==> src/source/cpu_control_pkg.sv <==
package cpu_control_pkg;

    typedef logic [3:0] nibble_t;
    typedef logic [2:0] subcycle_t;

    // Subcycles within one system cycle
    localparam subcycle_t SC_ROM_CMD   = 3'd2;
    localparam subcycle_t SC_FETCH_HI  = 3'd3;
    localparam subcycle_t SC_FETCH_LO  = 3'd4;
    localparam subcycle_t SC_EXECUTE   = 3'd5;
    localparam subcycle_t SC_EXECUTE_2 = 3'd6;
    localparam subcycle_t SC_LAST      = 3'd7;

    // High nibble of the instruction
    typedef enum logic [3:0] {
        OP_NOP       = 4'h0,
        OP_JCN       = 4'h1,
        OP_FIM       = 4'h2,
        OP_JIN       = 4'h3,
        OP_JUN       = 4'h4,
        OP_JMS       = 4'h5,
        OP_INC       = 4'h6,
        OP_ISZ       = 4'h7,
        OP_ADD       = 4'h8,
        OP_SUB       = 4'h9,
        OP_LD        = 4'hA,
        OP_XCH       = 4'hB,
        OP_BBL       = 4'hC,
        OP_LDM       = 4'hD,
        OP_IO        = 4'hE,
        OP_ACC_GROUP = 4'hF
    } opcode_e;

    // Low nibble within the accumulator group
    typedef enum logic [3:0] {
        ACC_CLB = 4'h0,
        ACC_CLC = 4'h1,
        ACC_IAC = 4'h2,
        ACC_CMC = 4'h3,
        ACC_CMA = 4'h4,
        ACC_RAL = 4'h5,
        ACC_RAR = 4'h6,
        ACC_TCC = 4'h7,
        ACC_DAC = 4'h8,
        ACC_STC = 4'hA,
        ACC_DAA = 4'hB,
        ACC_KBP = 4'hC
    } acc_op_e;

    typedef enum logic [2:0] {
        ALU_OP_ADD, ALU_OP_PASS, ALU_OP_ROL, ALU_OP_ROR,
        ALU_OP_DECIMAL_ADJUST, ALU_OP_KEYBOARD_CODE
    } alu_op_e;

    typedef enum logic [2:0] {
        ALU_IN0_NONE, ALU_IN0_REG, ALU_IN0_REG_INV, ALU_IN0_ACC,
        ALU_IN0_ACC_INV, ALU_IN0_DATA, ALU_IN0_DATA_INV
    } alu_in0_sel_e;

    typedef enum logic [1:0] {ALU_IN1_NONE, ALU_IN1_ACC, ALU_IN1_ONE, ALU_IN1_ONE_INV} alu_in1_sel_e;
    typedef enum logic [1:0] {ALU_CIN_ZERO, ALU_CIN_ONE, ALU_CIN_CARRY, ALU_CIN_CARRY_INV} alu_cin_sel_e;

    typedef enum logic [2:0] {
        ACC_IN_NONE, ACC_IN_ALU, ACC_IN_REG, ACC_IN_IMM, ACC_IN_DATA, ACC_IN_CARRY
    } acc_in_sel_e;

    typedef enum logic [1:0] {REG_IN_NONE, REG_IN_ALU, REG_IN_ACC, REG_IN_DATA} reg_in_sel_e;
    typedef enum logic {PC_NEXT_DATA, PC_NEXT_REG} pc_next_sel_e;
    // LOW writes pc[3:0] and HIGH writes pc[7:4]
    typedef enum logic [1:0] {PC_WRITE_NONE, PC_WRITE_LOW, PC_WRITE_HIGH} pc_write_e;
    typedef enum logic [1:0] {PC_STACK_NOP, PC_STACK_PUSH, PC_STACK_POP} pc_stack_e;

endpackage

==> src/source/control_if.sv <==
interface control_if;
    import cpu_control_pkg::*;

    logic         clear_carry;
    logic         write_carry;
    logic         clear_accumulator;
    logic         write_accumulator;
    acc_in_sel_e  acc_input_sel;
    logic         write_register;
    reg_in_sel_e  reg_input_sel;
    alu_op_e      alu_op;
    alu_in0_sel_e alu_in0_sel;
    alu_in1_sel_e alu_in1_sel;
    alu_cin_sel_e alu_cin_sel;
    pc_next_sel_e pc_next_sel;
    pc_write_e    pc_write_enable;
    pc_stack_e    pc_control;

    modport decoder (
        output clear_carry, write_carry, clear_accumulator, write_accumulator, acc_input_sel,
        output write_register, reg_input_sel, alu_op, alu_in0_sel, alu_in1_sel, alu_cin_sel,
        output pc_next_sel, pc_write_enable, pc_control
    );

    modport datapath (
        input clear_carry, write_carry, clear_accumulator, write_accumulator, acc_input_sel,
        input write_register, reg_input_sel, alu_op, alu_in0_sel, alu_in1_sel, alu_cin_sel,
        input pc_next_sel, pc_write_enable, pc_control
    );

endinterface

==> src/source/control_decoder.sv <==
module control_decoder (
    input  cpu_control_pkg::subcycle_t cycle,
    input  logic [7:0]                 inst,
    input  logic                       two_word,
    input  logic                       take_branch,
    input  logic                       reg_is_zero,
    output logic                       two_word_next,
    output logic                       operand_adj,
    control_if.decoder                 ctrl
);
    import cpu_control_pkg::*;

    opcode_e opcode;
    acc_op_e acc_op;
    logic    jump_taken;
    logic    alu_to_acc;

    assign opcode = opcode_e'(inst[7:4]);
    assign acc_op = acc_op_e'(inst[3:0]);

    // Jump condition for the second word
    always_comb begin
        case (opcode)
            OP_JCN:  jump_taken = take_branch;
            OP_ISZ:  jump_taken = !reg_is_zero;
            default: jump_taken = 1'b1;
        endcase
    end

    always_comb begin
        ctrl.clear_carry       = 1'b0;
        ctrl.write_carry       = 1'b0;
        ctrl.clear_accumulator = 1'b0;
        ctrl.write_accumulator = 1'b0;
        ctrl.acc_input_sel     = ACC_IN_NONE;
        ctrl.write_register    = 1'b0;
        ctrl.reg_input_sel     = REG_IN_NONE;
        ctrl.alu_op            = ALU_OP_ADD;
        ctrl.alu_in0_sel       = ALU_IN0_NONE;
        ctrl.alu_in1_sel       = ALU_IN1_NONE;
        ctrl.alu_cin_sel       = ALU_CIN_ZERO;
        ctrl.pc_next_sel       = PC_NEXT_DATA;
        ctrl.pc_write_enable   = PC_WRITE_NONE;
        ctrl.pc_control        = PC_STACK_NOP;
        alu_to_acc             = 1'b0;
        two_word_next          = two_word;
        operand_adj            = 1'b0;

        if (two_word) begin
            // Second word is on the bus in subcycles 3 and 4
            if (cycle == SC_EXECUTE) begin
                two_word_next = 1'b0;
            end
            case (opcode)
                OP_JCN, OP_JUN, OP_JMS, OP_ISZ: begin
                    if (opcode == OP_JMS && cycle == SC_ROM_CMD) begin
                        ctrl.pc_control = PC_STACK_PUSH;
                    end
                    if (jump_taken && cycle == SC_FETCH_HI) begin
                        ctrl.pc_write_enable = PC_WRITE_HIGH;
                    end else if (jump_taken && cycle == SC_FETCH_LO) begin
                        ctrl.pc_write_enable = PC_WRITE_LOW;
                    end
                end
                OP_FIM: begin
                    if (cycle == SC_FETCH_HI || cycle == SC_FETCH_LO) begin
                        ctrl.reg_input_sel  = REG_IN_DATA;
                        ctrl.write_register = 1'b1;
                        // Low nibble goes to the other register of the pair
                        operand_adj         = (cycle == SC_FETCH_LO);
                    end
                end
                default: begin
                end
            endcase
        end else begin
            case (opcode)
                OP_JCN, OP_FIM, OP_JUN, OP_JMS, OP_ISZ: begin
                    // Odd opcode 2 is SRC and is not decoded
                    if (cycle == SC_EXECUTE && !(opcode == OP_FIM && inst[0])) begin
                        two_word_next = 1'b1;
                    end
                end
                OP_JIN: begin
                    // Low PC half from the second register then the high half from the first
                    if (inst[0] && cycle == SC_EXECUTE) begin
                        ctrl.pc_next_sel     = PC_NEXT_REG;
                        ctrl.pc_write_enable = PC_WRITE_LOW;
                    end else if (inst[0] && cycle == SC_EXECUTE_2) begin
                        ctrl.pc_next_sel     = PC_NEXT_REG;
                        ctrl.pc_write_enable = PC_WRITE_HIGH;
                        operand_adj          = 1'b1;
                    end
                end
                OP_BBL: begin
                    // inst still holds BBL early in the next system cycle
                    if (cycle == SC_ROM_CMD) begin
                        ctrl.pc_control = PC_STACK_POP;
                    end
                end
                default: begin
                end
            endcase

            if (cycle == SC_EXECUTE) begin
                case (opcode)
                    OP_INC, OP_ISZ: begin
                        ctrl.alu_in0_sel    = ALU_IN0_REG;
                        ctrl.alu_in1_sel    = ALU_IN1_ONE;
                        ctrl.reg_input_sel  = REG_IN_ALU;
                        ctrl.write_register = 1'b1;
                    end
                    OP_ADD, OP_SUB: begin
                        ctrl.alu_in0_sel = (opcode == OP_SUB) ? ALU_IN0_REG_INV : ALU_IN0_REG;
                        ctrl.alu_in1_sel = ALU_IN1_ACC;
                        ctrl.alu_cin_sel = (opcode == OP_SUB) ? ALU_CIN_CARRY_INV : ALU_CIN_CARRY;
                        ctrl.write_carry = 1'b1;
                        alu_to_acc       = 1'b1;
                    end
                    OP_LD, OP_XCH: begin
                        ctrl.acc_input_sel     = ACC_IN_REG;
                        ctrl.write_accumulator = 1'b1;
                        if (opcode == OP_XCH) begin
                            ctrl.reg_input_sel  = REG_IN_ACC;
                            ctrl.write_register = 1'b1;
                        end
                    end
                    OP_BBL, OP_LDM: begin
                        ctrl.acc_input_sel     = ACC_IN_IMM;
                        ctrl.write_accumulator = 1'b1;
                    end
                    OP_ACC_GROUP: begin
                        case (acc_op)
                            ACC_CLB: begin
                                ctrl.clear_accumulator = 1'b1;
                                ctrl.clear_carry       = 1'b1;
                            end
                            ACC_CLC: ctrl.clear_carry = 1'b1;
                            ACC_IAC, ACC_DAC: begin
                                // DAC adds 1111 with carry in set
                                ctrl.alu_in0_sel = ALU_IN0_ACC;
                                ctrl.alu_in1_sel = (acc_op == ACC_DAC) ? ALU_IN1_ONE_INV : ALU_IN1_ONE;
                                ctrl.alu_cin_sel = (acc_op == ACC_DAC) ? ALU_CIN_ONE : ALU_CIN_ZERO;
                                ctrl.write_carry = 1'b1;
                                alu_to_acc       = 1'b1;
                            end
                            ACC_CMC, ACC_STC: begin
                                ctrl.alu_cin_sel = (acc_op == ACC_CMC) ? ALU_CIN_CARRY_INV : ALU_CIN_ONE;
                                ctrl.alu_op      = ALU_OP_PASS;
                                ctrl.write_carry = 1'b1;
                            end
                            ACC_CMA: begin
                                ctrl.alu_in0_sel = ALU_IN0_ACC_INV;
                                ctrl.alu_op      = ALU_OP_PASS;
                                alu_to_acc       = 1'b1;
                            end
                            ACC_RAL, ACC_RAR, ACC_DAA: begin
                                ctrl.alu_in0_sel = ALU_IN0_ACC;
                                ctrl.alu_cin_sel = ALU_CIN_CARRY;
                                ctrl.alu_op      = (acc_op == ACC_RAL) ? ALU_OP_ROL :
                                                   (acc_op == ACC_RAR) ? ALU_OP_ROR :
                                                   ALU_OP_DECIMAL_ADJUST;
                                ctrl.write_carry = 1'b1;
                                alu_to_acc       = 1'b1;
                            end
                            ACC_TCC: begin
                                ctrl.acc_input_sel     = ACC_IN_CARRY;
                                ctrl.write_accumulator = 1'b1;
                                ctrl.clear_carry       = 1'b1;
                            end
                            ACC_KBP: begin
                                ctrl.alu_in0_sel = ALU_IN0_ACC;
                                ctrl.alu_op      = ALU_OP_KEYBOARD_CODE;
                                alu_to_acc       = 1'b1;
                            end
                            default: begin
                            end
                        endcase
                    end
                    default: begin
                    end
                endcase
            end
        end

        if (alu_to_acc) begin
            ctrl.acc_input_sel     = ACC_IN_ALU;
            ctrl.write_accumulator = 1'b1;
        end
    end

    // PC writes fall between the second word fetch and the JIN high half
    pc_write_window: assert final (ctrl.pc_write_enable == PC_WRITE_NONE ||
        (cycle >= SC_FETCH_HI && cycle <= SC_EXECUTE_2));

endmodule

==> src/source/control_unit.sv <==
module control_unit (
    input  logic                          clock,
    input  logic                          reset,
    input  logic                          halt,
    input  cpu_control_pkg::nibble_t      data,
    input  logic                          take_branch,
    input  logic                          reg_is_zero,
    output logic                          sync,
    output cpu_control_pkg::subcycle_t    cycle,
    output cpu_control_pkg::nibble_t      inst_operand,
    output logic                          rom_cmd,
    output logic                          clear_carry,
    output logic                          write_carry,
    output logic                          clear_accumulator,
    output logic                          write_accumulator,
    output cpu_control_pkg::acc_in_sel_e  acc_input_sel,
    output logic                          write_register,
    output cpu_control_pkg::reg_in_sel_e  reg_input_sel,
    output cpu_control_pkg::alu_op_e      alu_op,
    output cpu_control_pkg::alu_in0_sel_e alu_in0_sel,
    output cpu_control_pkg::alu_in1_sel_e alu_in1_sel,
    output cpu_control_pkg::alu_cin_sel_e alu_cin_sel,
    output cpu_control_pkg::pc_next_sel_e pc_next_sel,
    output cpu_control_pkg::pc_write_e    pc_write_enable,
    output cpu_control_pkg::pc_stack_e    pc_control
);
    logic [7:0] inst;
    logic       two_word;
    logic       two_word_next;
    logic       operand_adj;

    control_if ctrl ();

    subcycle_timer u_timer (
        .clock, .reset, .halt, .cycle, .sync, .rom_cmd
    );

    instruction_register u_inst_reg (
        .clock, .reset, .halt, .two_word_next, .operand_adj, .cycle, .data,
        .inst, .two_word, .inst_operand
    );

    control_decoder u_decoder (
        .cycle, .inst, .two_word, .take_branch, .reg_is_zero,
        .two_word_next, .operand_adj, .ctrl(ctrl.decoder)
    );

    // Control word out to the datapath
    assign clear_carry       = ctrl.clear_carry;
    assign write_carry       = ctrl.write_carry;
    assign clear_accumulator = ctrl.clear_accumulator;
    assign write_accumulator = ctrl.write_accumulator;
    assign acc_input_sel     = ctrl.acc_input_sel;
    assign write_register    = ctrl.write_register;
    assign reg_input_sel     = ctrl.reg_input_sel;
    assign alu_op            = ctrl.alu_op;
    assign alu_in0_sel       = ctrl.alu_in0_sel;
    assign alu_in1_sel       = ctrl.alu_in1_sel;
    assign alu_cin_sel       = ctrl.alu_cin_sel;
    assign pc_next_sel       = ctrl.pc_next_sel;
    assign pc_write_enable   = ctrl.pc_write_enable;
    assign pc_control        = ctrl.pc_control;

endmodule

==> src/source/instruction_register.sv <==
module instruction_register (
    input  logic                       clock,
    input  logic                       reset,
    input  logic                       halt,
    input  logic                       two_word_next,
    input  logic                       operand_adj,
    input  cpu_control_pkg::subcycle_t cycle,
    input  cpu_control_pkg::nibble_t   data,
    output logic [7:0]                 inst,
    output logic                       two_word,
    output cpu_control_pkg::nibble_t   inst_operand
);
    import cpu_control_pkg::*;

    always_ff @(posedge clock) begin
        if (reset) begin
            inst     <= 8'h00;
            two_word <= 1'b0;
        end else if (!halt) begin
            // A second word goes straight to the decoder and leaves inst alone
            if (!two_word) begin
                if (cycle == SC_FETCH_HI) begin
                    inst[7:4] <= data;
                end else if (cycle == SC_FETCH_LO) begin
                    inst[3:0] <= data;
                end
            end
            two_word <= two_word_next;
        end
    end

    // Flip bit 0 to reach the other register of a pair
    assign inst_operand = inst[3:0] ^ {3'b000, operand_adj};

    // The decoder only starts or ends a second word at the close of subcycle 5
    two_word_at_execute: assert property (
        @(posedge clock) disable iff (reset)
        (two_word != $past(two_word)) |-> ($past(cycle) == SC_EXECUTE)
    );

endmodule

==> src/source/subcycle_timer.sv <==
module subcycle_timer (
    input  logic                       clock,
    input  logic                       reset,
    input  logic                       halt,
    output cpu_control_pkg::subcycle_t cycle,
    output logic                       sync,
    output logic                       rom_cmd
);
    import cpu_control_pkg::*;

    // Free running count of subcycles that wraps from 7 to 0
    always_ff @(posedge clock) begin
        if (reset) begin
            cycle <= '0;
        end else if (!halt) begin
            cycle <= cycle + 3'd1;
        end
    end

    // Both strobes are active low
    assign sync    = (cycle != SC_LAST);
    assign rom_cmd = (cycle != SC_ROM_CMD);

    // The low sync pulse marks the last subcycle before a new system cycle
    sync_marks_wrap: assert property (
        @(posedge clock) disable iff (reset)
        (!sync && !halt) |=> (sync && cycle == 3'd0)
    );

endmodule

==> config.mk <==
export PLATFORM = sky130hd
export DESIGN_NAME = control_unit
export DESIGN_NICKNAME = d
export VERILOG_FILES = /design/src/source/cpu_control_pkg.sv /design/src/source/control_if.sv /design/src/source/control_decoder.sv /design/src/source/control_unit.sv /design/src/source/instruction_register.sv /design/src/source/subcycle_timer.sv
export SDC_FILE = /design/constraint.sdc
export NUM_CORES = 1
export LEC_CHECK = 0
export BUFFER_PORTS_ARGS = -buffer_cell sky130_fd_sc_hd__buf_2
export CORE_AREA = 5 5 63 54
export CTS_BUF_LIST = sky130_fd_sc_hd__clkbuf_16
export DETAILED_ROUTE_END_ITERATION = 12
export DIE_AREA = 0 0 68 59
export GPL_TIMING_DRIVEN = 0
export PLACE_DENSITY = 0.88
export SYNTH_ARGS = -nofsm -noshare
export SYNTH_HDL_FRONTEND = slang
export SYNTH_SLANG_ARGS = --single-unit
==> constraint.sdc <==
create_clock -name clock -period 2.3 [get_ports clock]
set_input_delay 0.69 -clock clock [delete_from_list [all_inputs] [get_ports clock]]
set_output_delay 0.69 -clock clock [all_outputs]
set_load 0.01 [all_outputs]
## Word level (Yosys, flattened, before mapping)

Index checks and enable logic that the tools add are counted.

- Bits in registers: 12
- Input port bits: 9
- Output and inout port bits: 34
- Logic and storage cells: 156

- $add $sub $neg: 1
- Equality and inequality tests: 32
- Mux-type cells: 87
- Bitwise operators: 4
- Reductions and logical operators: 28

Operator list:

| cell | count |
|---|---|
| $eq 4x4->1 const B | 11 |
| $mux 2 | 22 |
| $mux 1 | 41 |
| $mux 3 | 11 |
| $eq 4x3->1 const B | 8 |
| $pmux 3 s3 | 3 |
| $eq 4x2->1 const B | 4 |
| $reduce_or 7->1 | 2 |
| $pmux 2 s3 | 2 |
| $reduce_or 2->1 | 6 |
| $pmux 1 s2 | 5 |
| $eq 3x3->1 const B | 3 |
| $reduce_or 3->1 | 3 |
| $eq 4x1->1 const B | 2 |
| $pmux 2 s2 | 2 |
| $reduce_or 4->1 | 2 |
| $logic_and 1x1->1 | 7 |
| $eq 3x2->1 const B | 2 |
| $pmux 3 s2 | 1 |
| $reduce_or 6->1 | 1 |
| $reduce_or 5->1 | 1 |
| $logic_not 4->1 | 1 |
| $reduce_and 4->1 | 1 |
| $xor 4x1->4 | 1 |
| 7 further kinds | 10 |

## Longest topological paths before layout

- Depth after elaboration: 7
- Depth in mapped cells: 7
- Mapped depth without buffers: 6

## Cells and area by module

A second synthesis with hierarchy kept.

- Cells, all modules: 179
- Area total of the unflattened synthesis: 1,352.5 µm²

By module, submodules not included:

| module | times used | cells an instance | area an instance (µm²) | sequential area each (µm²) |
|---|---|---|---|---|
| control_decoder | 1 | 123 | 768.2 | 0.0 |
| instruction_register | 1 | 40 | 427.9 | 180.2 |
| subcycle_timer | 1 | 16 | 156.4 | 60.1 |

## Least setup slack after synthesis

Ideal clock, no wire load.

- Kind: reg-to-output
- From: reg u_timer.cycle[0]
- To: out alu_cin_sel[1]
- Data arrival time: 1.556 ns
- Required time: 1.610 ns
- Path slack: 0.054 ns
- Cell stages (with the launch flop): 6
- Path buffers: 1
- Path through: dfxtp_1 -> ha_1 -> nand2_1 -> or2_2 -> clkbuf_1 -> a221oi_1

- Cells in the longest elaborated chain, start to end: 3

Ends and longest elaborated chain:

| item | RTL line | RTL |
|---|---|---|
| start, declared | subcycle_timer.sv:5 | `output cpu_control_pkg::subcycle_t cycle,` |
| start signal, assigned | subcycle_timer.sv:16 | `cycle <= cycle + 3'd1;` |
| $eq 3x3->1 | control_decoder.sv:105 | `if (cycle == SC_EXECUTE) begin` |
| $mux 2 | control_decoder.sv:105 |  |
| $mux 2 | control_decoder.sv:49 | `if (two_word) begin` |
| end, declared | control_unit.sv:22 | `output cpu_control_pkg::alu_cin_sel_e alu_cin_sel,` |

No other way between the ends.

## Final worst setup path

- From: reg u_inst_reg.inst[6]
- To: out pc_write_enable[1]

- Cells in the longest elaborated chain, start to end: 6
- Elaborated cells on any way between the ends: 12
- Classes of those cells: eq/ne (5); mux (5); reduce/logical (2)

Ends and longest elaborated chain:

| item | RTL line | RTL |
|---|---|---|
| start, declared | instruction_register.sv:9 | `output logic [7:0] inst,` |
| start signal, assigned | instruction_register.sv:23 | `inst[7:4] <= data;` |
| $eq 4x3->1 or $eq 4x1->1 (tied branches) | control_decoder.sv:23, control_decoder.sv:54 |  |
| $pmux 1 s2 | control_decoder.sv:23 | `case (opcode)` |
| $logic_and 1x1->1 | control_decoder.sv:59 | `if (jump_taken && cycle == SC_FETCH_HI) begin` |
| $mux 2 | control_decoder.sv:59 |  |
| $mux 2 | control_decoder.sv:54 | `case (opcode)` |
| $mux 2 * | control_decoder.sv:49 |  |
| end, declared | control_unit.sv:24 | `output cpu_control_pkg::pc_write_e pc_write_enable,` |

Every way passes the cells marked *; elsewhere a longest branch is shown, timed or not.

==> impl_metrics.env <==
export IMPL_status="finished with violations"
export IMPL_violations="setup timing"
export IMPL_layout_setup_ws_ns=-0.0736
export IMPL_dieWidth_um=68
export IMPL_finalCritPeriodShare_pct=103
export IMPL_stdcell_area_um2=2040
export IMPL_grt_pass1_vias=1532
export IMPL_dieHeight_um=59
export IMPL_grt_usage_pct=24.3
export IMPL_internal_power_uw=483
export IMPL_synth_cells=174
export IMPL_synth_cell_types=47
export IMPL_maxSlewViolCount=0
export IMPL_skew_ns=0.00316
export IMPL_required_ns=1.61
export IMPL_avgViaCountPerCell=6.04
export IMPL_fin_nets=252
export IMPL_htree_levels=1
export IMPL_clock_power_share_pct=49.9
export IMPL_power_density_nw_per_um2=311
export IMPL_io_pins=43
export IMPL_clkTransAtPathRegs_ns=0.04
export IMPL_row_count=17
export IMPL_netSwitchingPower_uw=151
export IMPL_syn2layout_area_growth_pct=55.6
export IMPL_cts_tree="done"
export IMPL_combPwrFrac_pct=15.2
export IMPL_grt_first_pass_wirelength_um=7420
export IMPL_syn_area_um2=1310
export IMPL_grt_antenna_before_repair=0
export IMPL_synth_seq_area_share_pct=18.3
export IMPL_final_common_cell="buf_2"
export IMPL_firstDrtPassIters=5
export IMPL_cts_root_buf="clkbuf_16"
export IMPL_maxCapViolCount=0
export IMPL_max_freq_mhz=421
export IMPL_cp_arrival_ns=1.68
export IMPL_hold_path_class="flip-flop to flip-flop"
export IMPL_mostFrequentLayoutCells="buf_2, nor2_1, buf_6"
export IMPL_switching_share_pct=23.8
export IMPL_grt_max_degree=11
export IMPL_crit_path_start_kind="flip-flop"
export IMPL_critPathKind="flip-flop to output pin"
export IMPL_worst_pin_slew_ns=0.443
export IMPL_layout_drive_gt1_share_pct=53.6
export IMPL_antenna_cells=0
export IMPL_clockBufferDepth=2
export IMPL_synthFlopType="dfxtp_1"
export IMPL_finish_utilization_pct=76.8
export IMPL_portBuffers=41
export IMPL_placed_area_um2=1560
export IMPL_worst_ir_drop_vdd_uv=568
export IMPL_pwr_share_seq_pct=34.9
export IMPL_grt_overflow=0
export IMPL_synth_avg_cell_area_um2=7.54
export IMPL_relSlewSlack_pct=70.3
export IMPL_hold_buffers=0
export IMPL_detail_route_wirelength_um=5080
export IMPL_setup_viol=14
export IMPL_clock_sinks=12
export IMPL_start_util_pct=49.3
export IMPL_yosysWarnings=0
export IMPL_rsz0062_at_grt="true"
export IMPL_drtIter0Drc=235
export IMPL_drc=0
export IMPL_critPathMaxFanout=4
export IMPL_antenna_left=0
export IMPL_clock_latency_ns=0.24
export IMPL_wire_per_inst_um=18.6
export IMPL_crit_path_end_kind="output pin"
export IMPL_syn_num_nets=189
export IMPL_coreArea_um2=2660
export IMPL_place_hpwl_um=2660
export IMPL_synth_edf_count=0
export IMPL_hold_viol_final=0
export IMPL_total_power_uw=634
export IMPL_p_leak_uw=0.000911
export IMPL_fin_crit_ns=2.37
export IMPL_place_congestion=0.848
export IMPL_cts_made_buffers=3
export IMPL_synth_seq_cells=12
export IMPL_num_vias=1649
export IMPL_die_area_um2=4010
export IMPL_ys_async_sr_fraction_pct=0
==> Yosys cell counts, types with 2 or more instances <==
cell type,number,area share (%)
nand3_1,4,1.5
clkbuf_1,2,0.57
nand3b_1,4,2.3
inv_1,7,2.0
xnor2_1,2,1.3
a31oi_1,2,0.95
a21oi_1,15,5.7
buf_2,5,1.9
nor2b_1,5,2.4
a32o_1,3,2.3
buf_4,6,3.4
o21ai_0,9,3.4
nor4_1,3,1.4
nor3_1,3,1.1
mux2i_1,8,6.1
buf_6,5,4.3
nand2b_1,7,3.3
or2_2,2,0.95
a221oi_1,2,1.3
a211o_1,2,1.3
nor2_1,21,6.0
dfxtp_1,12,18
ha_1,6,5.7
nor3b_2,2,1.9
nand2_1,15,4.3
==> power by group through the flow <==
stage / Clock [uW] / Sequential (uW) / Combinational, uW
6_report: 316 / 221 / 96.3
5_1_grt: 331 / 222 / 103
4_1_cts: 323 / 220 / 82.7
3_5_place_dp: 0 / 223 / 67.1
3_3_place_gp: 0 / 223 / 64.4
2_1_floorplan: 0 / 224 / 41.8
==> what timing repair did <==
| action | CTS | global route |
|---|---|---|
| buffers inserted | 13 | 5 |
| pin swaps | 4 | 14 |
| endpoints found under the setup margin | 23 | 22 |
| gates resized for setup | 39 | 33 |
==> kinds of logic after synthesis <==
| kind of cell | share of synthesized area, % |
|---|---|
| and+or+nand+nor | 34.1 |
| DFF | 18.3 |
| AOI/OAI and AO/OA | 19.6 |
| muxes | 6.97 |
| adders and majority gates | 5.73 |
| buffers and inverters | 13.4 |
| xor gates and xnor gates | 2.00 |
==> per-layer routing <==
metal  track usage [%]  share of wire (%)  vias up
met2              39.0                 46      118
met5                 0                  0        -
met3              5.88                8.6       29
li1                  -                  -      733
met4              13.3                5.1        0
met1              29.5                 41      769
==> final cells by class <==
type / count / area (um^2)
fill: 173 / 618
buffer: 18 / 178
tap: 38 / 47.5
sequential: 12 / 259
timing repair buffer: 59 / 363
multi-input combinational: 136 / 1090
inverter: 7 / 28.8
clock buffer: 3 / 75.1
==> state kept, by name, indices dropped and copies added (netlist names) <==
name,cells
u_inst_reg.inst,8
u_inst_reg.two_word,1
u_timer.cycle,3
==> per-stage QoR <==
stage | instances | worst slack (ns) | TNS (ns) | hold WS, ns
after floorplan | 174 | 0.0536 | 0 | 0.580
after global placement | 253 | -0.0955 | -0.303 | 0.565
after detailed placement | 253 | -0.102 | -0.327 | 0.590
after CTS | 268 | -0.0835 | -0.120 | 0.551
after global routing | 273 | -0.140 | -1.44 | 0.591
final | 273 | -0.0736 | -0.469 | 0.556
==> worst paths after layout <==
path | to | startpoint | cells past startpoint | slack (ns)
max | pc_write_enable[1] | u_inst_reg.inst[6] | 6 | -0.07
min | u_timer.cycle[0] | u_timer.cycle[0] | 2 | 0.56
max reg2reg | u_inst_reg.inst[0] | u_timer.cycle[1] | 7 | 0.31
min reg2reg | u_timer.cycle[0] | u_timer.cycle[0] | 2 | 0.56
==> critical path, cell delays in order, from the launching register on <==
cell,delay (ns)
dfxtp_2,0.32
buf_6,0.11
nand2b_4,0.17
nor4_4,0.35
buf_4,0.19
a32o_1,0.17
buf_2,0.14
No activity file was read; power rests on OpenSTA's default activity.
